--- src/bp_pkg.sv ---
package bp_pkg;

	////////////////////
	// Widths
	////////////////////

	parameter int XLEN = 32; // PC, instruction word and target

	parameter int RAS_PTR_W = 3; // Top-of-stack pointer, 8 entries

	// Link registers per the RISC-V calling convention
	parameter logic [4:0] LINK_X1 = 5'd1; // ra
	parameter logic [4:0] LINK_X5 = 5'd5; // t0, alternate link

	////////////////////
	// Major opcodes
	////////////////////

	typedef enum logic [6:0] {
		OP_BRANCH = 7'b1100011, // B-type
		OP_JALR   = 7'b1100111, // Indirect jump
		OP_JAL    = 7'b1101111, // Direct jump
		OP_OTHER  = 7'b0010011  // Stand-in for anything else
	} opcode_e;

	////////////////////
	// Direction counter
	////////////////////

	// Upper bit is the taken prediction
	typedef enum logic [1:0] {
		STRONG_NT = 2'b00,
		WEAK_NT   = 2'b01,
		WEAK_T    = 2'b10,
		STRONG_T  = 2'b11
	} counter_e;

endpackage

--- src/branch_predict_top.sv ---
`timescale 1ns/1ps

module branch_predict_top import bp_pkg::*; #(
	parameter int ADDR_WIDTH    = XLEN,
	parameter int ENTRIES       = 32,
	parameter int CACHE_ENTRIES = 16,
	parameter int RAS_DEPTH     = 8
)(
	input  logic                       clk,
	input  logic                       reset_i,

	input  logic                       base_valid_i,
	input  logic [ADDR_WIDTH-1:0]      pc_0_i,
	input  logic [ADDR_WIDTH-1:0]      pc_1_i,
	input  logic [ADDR_WIDTH-1:0]      instr_0_i,
	input  logic [ADDR_WIDTH-1:0]      instr_1_i,

	input  logic                       update_valid_i,
	input  logic [ADDR_WIDTH-1:0]      update_pc_i,
	input  logic                       update_taken_i,
	input  logic [$clog2(ENTRIES)-1:0] update_ghist_i,

	input  logic                       jalr_update_valid_i,
	input  logic [ADDR_WIDTH-1:0]      jalr_update_pc_i,
	input  logic [ADDR_WIDTH-1:0]      correct_pc_i,

	input  logic                       ras_restore_en_i,
	input  logic [RAS_PTR_W-1:0]       ras_restore_tos_i,

	output logic                       jump_0_o, // Taken
	output logic                       jump_1_o,
	output logic                       jalr_0_o,
	output logic                       jalr_1_o,
	output logic [$clog2(ENTRIES)-1:0] ghist_0_o, // Travels with the branch to execute
	output logic [$clog2(ENTRIES)-1:0] ghist_1_o,
	output logic                       jalr_pred_valid_o,
	output logic [ADDR_WIDTH-1:0]      jalr_pred_target_o,
	output logic [RAS_PTR_W-1:0]       ras_tos_checkpoint_o
);

	jump_controller #(
		.ADDR_WIDTH    (ADDR_WIDTH),
		.ENTRIES       (ENTRIES),
		.CACHE_ENTRIES (CACHE_ENTRIES),
		.RAS_DEPTH     (RAS_DEPTH)
	) u_jump_controller (
		.clk                  (clk),
		.reset_i              (reset_i),
		.base_valid_i         (base_valid_i),
		.pc_0_i               (pc_0_i),
		.pc_1_i               (pc_1_i),
		.instr_0_i            (instr_0_i),
		.instr_1_i            (instr_1_i),
		.update_valid_i       (update_valid_i),
		.update_pc_i          (update_pc_i),
		.update_taken_i       (update_taken_i),
		.update_ghist_i       (update_ghist_i),
		.jalr_update_valid_i  (jalr_update_valid_i),
		.jalr_update_pc_i     (jalr_update_pc_i),
		.correct_pc_i         (correct_pc_i),
		.ras_restore_en_i     (ras_restore_en_i),
		.ras_restore_tos_i    (ras_restore_tos_i),
		.jump_0_o             (jump_0_o),
		.jump_1_o             (jump_1_o),
		.jalr_0_o             (jalr_0_o),
		.jalr_1_o             (jalr_1_o),
		.ghist_0_o            (ghist_0_o),
		.ghist_1_o            (ghist_1_o),
		.jalr_pred_valid_o    (jalr_pred_valid_o),
		.jalr_pred_target_o   (jalr_pred_target_o),
		.ras_tos_checkpoint_o (ras_tos_checkpoint_o)
	);

endmodule

--- src/gshare_predictor.sv ---
`timescale 1ns/1ps

module gshare_predictor import bp_pkg::*; #(
	parameter int ADDR_WIDTH = XLEN,
	parameter int ENTRIES    = 32
)(
	input  logic                       clk,
	input  logic                       reset_i,

	// Lookup, one per fetch slot
	input  logic [ADDR_WIDTH-1:0]      lookup_pc_0_i,
	input  logic [ADDR_WIDTH-1:0]      lookup_pc_1_i,
	output logic                       taken_0_o,
	output logic                       taken_1_o,
	output logic [$clog2(ENTRIES)-1:0] ghist_o,

	// Resolve from execute
	input  logic                       update_valid_i,
	input  logic [ADDR_WIDTH-1:0]      update_pc_i,
	input  logic                       update_taken_i,
	input  logic [$clog2(ENTRIES)-1:0] update_ghist_i
);

	localparam int HIST_W = $clog2(ENTRIES);

	counter_e          pht [ENTRIES]; // Pattern history table
	logic [HIST_W-1:0] ghist;

	logic [HIST_W-1:0] idx_0;
	logic [HIST_W-1:0] idx_1;
	logic [HIST_W-1:0] upd_idx;
	counter_e          upd_cnt;
	counter_e          upd_next;

	// Word address xor history
	assign idx_0   = lookup_pc_0_i[HIST_W+1:2] ^ ghist;
	assign idx_1   = lookup_pc_1_i[HIST_W+1:2] ^ ghist;
	assign upd_idx = update_pc_i[HIST_W+1:2] ^ update_ghist_i; // History the branch saw at fetch

	assign taken_0_o = pht[idx_0][1];
	assign taken_1_o = pht[idx_1][1];
	assign ghist_o   = ghist;

	assign upd_cnt = pht[upd_idx];

	// Saturating step toward the outcome
	always_comb begin
		upd_next = upd_cnt;
		case (upd_cnt)
			STRONG_NT: upd_next = update_taken_i ? WEAK_NT : STRONG_NT;
			WEAK_NT:   upd_next = update_taken_i ? WEAK_T : STRONG_NT;
			WEAK_T:    upd_next = update_taken_i ? STRONG_T : WEAK_NT;
			STRONG_T:  upd_next = update_taken_i ? STRONG_T : WEAK_T;
			default:   upd_next = WEAK_NT;
		endcase
	end

	always_ff @(posedge clk) begin
		if (reset_i) begin
			for (int i = 0; i < ENTRIES; i++) begin
				pht[i] <= WEAK_NT;
			end
		end else if (update_valid_i) begin
			pht[upd_idx] <= upd_next;
		end
	end

	// Outcome shifts in at the bottom
	always_ff @(posedge clk) begin
		if (reset_i) begin
			ghist <= '0;
		end else if (update_valid_i) begin
			ghist <= {ghist[HIST_W-2:0], update_taken_i};
		end
	end

endmodule

--- src/jalr_target_cache.sv ---
`timescale 1ns/1ps

module jalr_target_cache import bp_pkg::*; #(
	parameter int ADDR_WIDTH    = XLEN,
	parameter int CACHE_ENTRIES = 16
)(
	input  logic                  clk,
	input  logic                  reset_i,

	input  logic [ADDR_WIDTH-1:0] lookup_pc_i,
	output logic                  hit_o,
	output logic [ADDR_WIDTH-1:0] target_o,

	// Resolved JALR from execute
	input  logic                  wr_valid_i,
	input  logic [ADDR_WIDTH-1:0] wr_pc_i,
	input  logic [ADDR_WIDTH-1:0] wr_target_i
);

	localparam int IDX_W = $clog2(CACHE_ENTRIES);
	localparam int TAG_W = ADDR_WIDTH - IDX_W - 2;

	logic [CACHE_ENTRIES-1:0] valid;
	logic [TAG_W-1:0]         tag_mem    [CACHE_ENTRIES];
	logic [ADDR_WIDTH-1:0]    target_mem [CACHE_ENTRIES];

	logic [IDX_W-1:0] rd_idx;
	logic [TAG_W-1:0] rd_tag;
	logic [IDX_W-1:0] wr_idx;

	assign rd_idx = lookup_pc_i[IDX_W+1:2];
	assign rd_tag = lookup_pc_i[ADDR_WIDTH-1:IDX_W+2];
	assign wr_idx = wr_pc_i[IDX_W+1:2];

	assign hit_o    = valid[rd_idx] && (tag_mem[rd_idx] == rd_tag);
	assign target_o = target_mem[rd_idx];

	always_ff @(posedge clk) begin
		if (reset_i) begin
			valid <= '0;
		end else if (wr_valid_i) begin
			valid[wr_idx] <= 1'b1;
		end
	end

	// Last target wins, no replacement policy
	always_ff @(posedge clk) begin
		if (wr_valid_i) begin
			tag_mem[wr_idx]    <= wr_pc_i[ADDR_WIDTH-1:IDX_W+2];
			target_mem[wr_idx] <= wr_target_i;
		end
	end

endmodule

--- src/jump_controller.sv ---
`timescale 1ns/1ps

module jump_controller import bp_pkg::*; #(
	parameter int ADDR_WIDTH    = XLEN,
	parameter int ENTRIES       = 32,
	parameter int CACHE_ENTRIES = 16,
	parameter int RAS_DEPTH     = 8
)(
	input  logic                       clk,
	input  logic                       reset_i,

	// Fetch group
	input  logic                       base_valid_i,
	input  logic [ADDR_WIDTH-1:0]      pc_0_i,
	input  logic [ADDR_WIDTH-1:0]      pc_1_i,
	input  logic [ADDR_WIDTH-1:0]      instr_0_i,
	input  logic [ADDR_WIDTH-1:0]      instr_1_i,

	// Branch resolve
	input  logic                       update_valid_i,
	input  logic [ADDR_WIDTH-1:0]      update_pc_i,
	input  logic                       update_taken_i,
	input  logic [$clog2(ENTRIES)-1:0] update_ghist_i,

	// JALR resolve
	input  logic                       jalr_update_valid_i,
	input  logic [ADDR_WIDTH-1:0]      jalr_update_pc_i,
	input  logic [ADDR_WIDTH-1:0]      correct_pc_i,

	input  logic                       ras_restore_en_i,
	input  logic [RAS_PTR_W-1:0]       ras_restore_tos_i,

	// Predictions
	output logic                       jump_0_o,
	output logic                       jump_1_o,
	output logic                       jalr_0_o,
	output logic                       jalr_1_o,
	output logic [$clog2(ENTRIES)-1:0] ghist_0_o,
	output logic [$clog2(ENTRIES)-1:0] ghist_1_o,
	output logic                       jalr_pred_valid_o,
	output logic [ADDR_WIDTH-1:0]      jalr_pred_target_o,
	output logic [RAS_PTR_W-1:0]       ras_tos_checkpoint_o
);

	function automatic logic is_link(input logic [4:0] r);
		return (r == LINK_X1) || (r == LINK_X5);
	endfunction

	opcode_e op_0, op_1;
	logic    is_jal_0, is_br_0, is_jalr_0;
	logic    is_jal_1, is_br_1, is_jalr_1;
	logic    taken_0, taken_1;
	logic    block_1;
	logic    call_0, call_1, ret_0, ret_1;
	logic    sel_ret;

	logic [$clog2(ENTRIES)-1:0] ghist;
	logic                       cache_hit;
	logic [ADDR_WIDTH-1:0]      cache_target;
	logic [ADDR_WIDTH-1:0]      ras_top;
	logic                       ras_nonempty;
	logic                       ras_push;
	logic                       ras_pop;
	logic [ADDR_WIDTH-1:0]      ras_push_addr;

	////////////////////
	// Slot decode
	////////////////////

	assign op_0 = opcode_e'(instr_0_i[6:0]);
	assign op_1 = opcode_e'(instr_1_i[6:0]);

	assign is_jal_0  = (op_0 == OP_JAL);
	assign is_br_0   = (op_0 == OP_BRANCH);
	assign is_jalr_0 = (op_0 == OP_JALR);
	assign is_jal_1  = (op_1 == OP_JAL);
	assign is_br_1   = (op_1 == OP_BRANCH);
	assign is_jalr_1 = (op_1 == OP_JALR);

	assign jump_0_o = base_valid_i & (is_jal_0 | (is_br_0 & taken_0));
	assign jalr_0_o = base_valid_i & is_jalr_0;

	// Anything redirecting in slot 0 kills slot 1
	assign block_1  = ~base_valid_i | jump_0_o | jalr_0_o;
	assign jump_1_o = ~block_1 & (is_jal_1 | (is_br_1 & taken_1));
	assign jalr_1_o = ~block_1 & is_jalr_1;

	assign ghist_0_o = ghist; // Same history for both slots
	assign ghist_1_o = ghist;

	////////////////////
	// Calls and returns
	////////////////////

	assign call_0 = base_valid_i & (is_jal_0 | is_jalr_0) & is_link(instr_0_i[11:7]);
	assign call_1 = ~block_1 & (is_jal_1 | is_jalr_1) & is_link(instr_1_i[11:7]);
	assign ret_0  = jalr_0_o & is_link(instr_0_i[19:15]) & (instr_0_i[11:7] == 5'd0);
	assign ret_1  = jalr_1_o & is_link(instr_1_i[19:15]) & (instr_1_i[11:7] == 5'd0);

	assign ras_push      = call_0 | call_1;
	assign ras_pop       = ret_0 | ret_1;
	assign ras_push_addr = call_0 ? pc_0_i + ADDR_WIDTH'(4) : pc_1_i + ADDR_WIDTH'(4);

	// First unblocked JALR owns the target
	assign sel_ret = jalr_0_o ? ret_0 : ret_1;

	always_comb begin
		jalr_pred_valid_o  = 1'b0;
		jalr_pred_target_o = cache_target;
		if (jalr_0_o || jalr_1_o) begin
			if (sel_ret && ras_nonempty) begin
				jalr_pred_valid_o  = 1'b1;
				jalr_pred_target_o = ras_top;
			end else begin
				jalr_pred_valid_o = cache_hit;
			end
		end
	end

	gshare_predictor #(.ADDR_WIDTH(ADDR_WIDTH), .ENTRIES(ENTRIES)) u_gshare (
		.clk            (clk),
		.reset_i        (reset_i),
		.lookup_pc_0_i  (pc_0_i),
		.lookup_pc_1_i  (pc_1_i),
		.taken_0_o      (taken_0),
		.taken_1_o      (taken_1),
		.ghist_o        (ghist),
		.update_valid_i (update_valid_i),
		.update_pc_i    (update_pc_i),
		.update_taken_i (update_taken_i),
		.update_ghist_i (update_ghist_i)
	);

	jalr_target_cache #(.ADDR_WIDTH(ADDR_WIDTH), .CACHE_ENTRIES(CACHE_ENTRIES)) u_jalr_cache (
		.clk         (clk),
		.reset_i     (reset_i),
		.lookup_pc_i (jalr_0_o ? pc_0_i : pc_1_i),
		.hit_o       (cache_hit),
		.target_o    (cache_target),
		.wr_valid_i  (jalr_update_valid_i),
		.wr_pc_i     (jalr_update_pc_i),
		.wr_target_i (correct_pc_i)
	);

	return_address_stack #(.ADDR_WIDTH(ADDR_WIDTH), .RAS_DEPTH(RAS_DEPTH)) u_ras (
		.clk           (clk),
		.reset_i       (reset_i),
		.push_i        (ras_push),
		.pop_i         (ras_pop),
		.push_addr_i   (ras_push_addr),
		.restore_en_i  (ras_restore_en_i),
		.restore_tos_i (ras_restore_tos_i),
		.top_o         (ras_top),
		.nonempty_o    (ras_nonempty),
		.tos_o         (ras_tos_checkpoint_o)
	);

	a_one_jalr: assert property (@(posedge clk) disable iff (reset_i)
		!(jalr_0_o && jalr_1_o));

endmodule

--- src/return_address_stack.sv ---
`timescale 1ns/1ps

module return_address_stack import bp_pkg::*; #(
	parameter int ADDR_WIDTH = XLEN,
	parameter int RAS_DEPTH  = 8
)(
	input  logic                  clk,
	input  logic                  reset_i,

	input  logic                  push_i,
	input  logic                  pop_i,
	input  logic [ADDR_WIDTH-1:0] push_addr_i, // Return address of the call

	// Misprediction recovery
	input  logic                  restore_en_i,
	input  logic [RAS_PTR_W-1:0]  restore_tos_i,

	output logic [ADDR_WIDTH-1:0] top_o,
	output logic                  nonempty_o,
	output logic [RAS_PTR_W-1:0]  tos_o
);

	localparam int CNT_W = $clog2(RAS_DEPTH + 1);

	if (RAS_DEPTH > (1 << RAS_PTR_W)) begin : g_depth_check
		$error("RAS_DEPTH does not fit the top pointer");
	end

	logic [ADDR_WIDTH-1:0] stack [RAS_DEPTH];
	logic [RAS_PTR_W-1:0]  ptr;
	logic [RAS_PTR_W-1:0]  ptr_inc;
	logic [RAS_PTR_W-1:0]  ptr_dec;
	logic [CNT_W-1:0]      count;

	// Wrap modulo RAS_DEPTH
	assign ptr_inc = (ptr == RAS_PTR_W'(RAS_DEPTH - 1)) ? '0 : ptr + 1'b1;
	assign ptr_dec = (ptr == '0) ? RAS_PTR_W'(RAS_DEPTH - 1) : ptr - 1'b1;

	assign top_o      = stack[ptr];
	assign nonempty_o = (count != '0);
	assign tos_o      = ptr;

	always_ff @(posedge clk) begin
		if (reset_i) begin
			ptr   <= '0;
			count <= '0;
		end else if (restore_en_i) begin
			ptr <= restore_tos_i; // Count left as is
		end else if (push_i) begin
			ptr <= ptr_inc;
			if (count != CNT_W'(RAS_DEPTH)) count <= count + 1'b1; // Oldest entry overwritten when full
		end else if (pop_i) begin
			ptr <= ptr_dec;
			if (count != '0) count <= count - 1'b1;
		end
	end

	// Pop leaves the entry in place
	always_ff @(posedge clk) begin
		if (push_i && !restore_en_i) begin
			stack[ptr_inc] <= push_addr_i;
		end
	end

	// Controller only ever issues one stack op per group
	a_push_pop_excl: assert property (@(posedge clk) disable iff (reset_i)
		!(push_i && pop_i));

endmodule

--- config.mk ---
export PLATFORM = sky130hd
export DESIGN_NAME = branch_predict_top
export DESIGN_NICKNAME = d
export VERILOG_FILES = /design/src/bp_pkg.sv /design/src/branch_predict_top.sv /design/src/gshare_predictor.sv /design/src/jalr_target_cache.sv /design/src/jump_controller.sv /design/src/return_address_stack.sv
export SDC_FILE = /design/constraint.sdc
export NUM_CORES = 2
export LEC_CHECK = 0
export ABC_CLOCK_PERIOD_IN_PS = 8039
export BUFFER_PORTS_ARGS = -buffer_cell sky130_fd_sc_hd__buf_2
export CAP_MARGIN = 30
export CELL_PAD_IN_SITES_DETAIL_PLACEMENT = 1
export CELL_PAD_IN_SITES_GLOBAL_PLACEMENT = 1
export CORE_MARGIN = 10
export CORE_UTILIZATION = 45
export DETAILED_ROUTE_END_ITERATION = 10
export MAX_ROUTING_LAYER = met4
export PLACE_DENSITY = 0.77
export SYNTH_ARGS = -nofsm -noshare
export SYNTH_HDL_FRONTEND = slang
export SYNTH_HIERARCHICAL = 1
export SYNTH_SLANG_ARGS = --single-unit
--- constraint.sdc ---
create_clock -name clk -period 8.04 [get_ports clk]
set_input_delay 0.804 -clock clk [delete_from_list [all_inputs] [get_ports clk]]
set_output_delay 0.804 -clock clk [all_outputs]
set_load 0.02 [all_outputs]
==> results.tsv <==
stage	metric	value	unit
setup_path	Critical Path Start Type	flip-flop	
power	Logic pwr share	0.077	
timing	worst clock skew	0.02414	ns
synth	syn nets	2918	
routing	# DRC	0	
synth	synthesized cell area	53460	µm²
clocking	clk_lat worst skew	0.74	ns
timing	f_max	152.4	MHz
timing	Worst slew margin	0.2940	
routing	wire per inst	31.83	µm
setup_path	worst reg2reg setup slack	2.22	ns
min_path	Tightest Hold Check Type	input port to flip-flop	
setup_path	most used cell, CP	buf_4	
clocking	Sink Count	1279	
placement	RD Place Congestion	0.9227	
power	Worst VDD drop	0.1566	mV
setup_path	CP endpoint kind	output pin	
global_route	met3 usage	0.03993	
cells_and_area	FF+latch area	38100	µm²
floorplanning	row cnt	126	
power	P_int	11.23	mW
setup_path	slowest cell on the critical path	a2bb2o_4	
routing	TritonRoute pass-1 iters	5	
timing	Final min period	6.561	ns
power	LEAKAGE	19.33	nW
floorplanning	Die Area	133000	µm²
cells_and_area	multi-input logic area	14620	µm²
global_route	GR Overflow Total	0	
placement	hpwl dp	90440	µm
global_route	M1 GR Usage	0.2961	
clocking	CTS tree	yes	
min_path	Worst Hold End	u_jump_controller/u_gshare/ghist_o[0]$_SDFFE_PP0P_	
power	P_sw	3.212	mW
power	Sw Ratio	0.2224	
setup_path	R2R depth	13	
cells_and_area	share of cells above drive strength 1	0.3276	
global_route	GR Util All Layers	0.2260	
cells_and_area	FILL cells	10600	
setup_path	critical path fanouts, max	24	
timing	fin crit share	0.8160	
clocking	hold-fix buffers at CTS	0	
power	Clk pwr share	0.405	
floorplanning	Vert. Die Dim	364.7	µm
floorplanning	core area	118100	µm²
setup_path	Critical R2R Launch	u_jump_controller/u_gshare/ghist_o[0]$_SDFFE_PP0P_	
job	max_cap viols	0	
power	Seq pwr share	0.518	
global_route	gr busiest metal	met2	
synth	synthesized instance count	2670	
synth	Synth Area per Inst	20.02	µm²
timing	Final Hold Viols	0	
floorplanning	Ports	289	
clocking	total CTS buffers	131	
global_route	global-route wire length before repair	213100	µm
routing	post-route ant nets	0	
cells_and_area	commonest non-fill, non-tap cell in the layout	edfxtp_1	
floorplanning	die width	364.7	µm
cells_and_area	most frequent cells in the layout	edfxtp_1 (1248), mux4_2 (347), buf_2 (231)	
setup_path	kind of critical path	flip-flop to output pin	
setup_path	Crit path largest cell delay	0.63	ns
routing	Vias/cell	6.176	
cells_and_area	nets	3207	
clocking	Clock Tree Buf Depth	3	
placement	post-place instance area	56360	µm²
timing	Setup Viol. Count Final	0	
setup_path	Worst Path Required	7.24	ns
outcome	status	completed	
clocking	Clock Root Buffer	clkbuf_16	
routing	DRT iter0 DRCs	3527	
setup_path	worst path arrival time	5.76	ns
clocking	Reg clk slew, reported paths	0.05	ns
timing	fin. max-slew vios	0	
global_route	vias in the first global route	30160	
global_route	met2 usage	0.3657	
min_path	min-delay src	update_taken_i	
floorplanning	Initial Utilization	0.4527	
clocking	setup bufs post-CTS	0	
global_route	pin count of the biggest net entering global routing	102	
timing	Slew @ Worst Pin	1.029	ns
setup_path	crit path cell chain	xor2_1 > buf_4 > mux4_2 > mux4_2 > mux2_2 > a21oi_1 > o21ai_1 > nor3b_2 > buf_4 > a2bb2o_4 > buf_4 > mux2_4 > buf_2	
timing	Final TNS setup	0	ns
placement	# port buffers	227	
power	power per cell area	238.3	nW/µm²
min_path	hold path depth	3	
routing	Routed WL	146900	µm
cells_and_area	Area Overhead vs Synth	13.38	%
routing	vias post-DR	28510	
clocking	htree depth	4	
setup_path	worst flop-to-flop path endpoint	u_jump_controller/u_ras/stack[2][15]$_DFFE_PP_	
clocking	Resized Gates After CTS	0	
synth	yosys warns	6	
timing	RSZ-0062 raised after global routing	false	
global_route	initial antenna violation count	24	
cells_and_area	post-route cell area	60610	µm²
-- stage by stage --
stage	std cells	hold WS [ns]	utilization	total power [mW]	setup slack [ns]
2_1_floorplan	2670	0.4348	-	8.304	1.457
3_3_place_gp	4349	0.4436	0.4767	8.652	1.546
3_5_place_dp	4357	0.4692	0.4773	8.717	1.801
4_1_cts	4593	0.2965	0.5122	14.52	1.438
5_1_grt	4611	0.3518	0.5132	14.89	1.250
6_report	4617	0.3367	0.5133	14.44	1.479
-- final cells by class --
class | count | area share
sequential | 1279 | 0.6286
antenna | 19 | 0.0007844
inverter | 26 | 0.001610
tap | 1536 | 0.03171
clock buffer | 169 | 0.05871
multi-input combinational | 1231 | 0.2411
timing repair buffer | 290 | 0.02807
clock inverter | 67 | 0.009331
-- worst max path at each step --
stage | start | end | cells after the start
3_3_place_gp | pc_0_i[2] | jalr_pred_target_o[3] | 13
2_1_floorplan | pc_0_i[2] | u_jump_controller/u_ras/stack[0][0]$_DFFE_PP_ | 10
6_report | u_jump_controller/u_gshare/ghist_o[0]$_SDFFE_PP0P_ | jalr_pred_target_o[15] | 13
5_1_grt | u_jump_controller/u_gshare/ghist_o[0]$_SDFFE_PP0P_ | jalr_pred_target_o[15] | 13
4_1_cts | u_jump_controller/u_gshare/ghist_o[0]$_SDFFE_PP0P_ | jalr_pred_target_o[4] | 13
3_5_place_dp | instr_0_i[4] | jalr_pred_valid_o | 15
-- power by group through the flow --
| stage | Clock, mW | Sequential, mW | Combinational [mW] |
|---|---|---|---|
| 4_1_cts | 5.94 | 7.48 | 1.10 |
| 3_5_place_dp | 0 | 7.62 | 1.10 |
| 2_1_floorplan | 0 | 7.60 | 0.706 |
| 6_report | 5.85 | 7.48 | 1.11 |
| 5_1_grt | 6.22 | 7.48 | 1.18 |
| 3_3_place_gp | 0 | 7.61 | 1.05 |
-- routing by layer --
layer  part of all wire  vias up
met5                  0        -
met4              0.024        0
met3              0.085      227
met2               0.50     1459
met1               0.39    15230
li1                   -    11600
-- worst max-delay path: cells and delay by family, from the launching register on --
family | cells | cell delay, ns
simple gates | 1 | 0.21
xor+xnor | 1 | 0.52
flops | 1 | 0.54
buf+inv | 4 | 1.05
mux | 4 | 1.69
compound gates | 3 | 0.92
-- registers in the layout, summed over array words and instances (netlist names), named ones only --
register                                   flops
u_jump_controller/u_gshare/ghist_o             5
u_jump_controller/u_gshare/pht                64
u_jump_controller/u_jalr_cache/tag_mem       416
u_jump_controller/u_jalr_cache/target_mem    512
u_jump_controller/u_jalr_cache/valid          16
u_jump_controller/u_ras/count                  4
u_jump_controller/u_ras/stack                256
u_jump_controller/u_ras/tos_o                  3
Note: power is estimated with default switching activity, not from simulation.
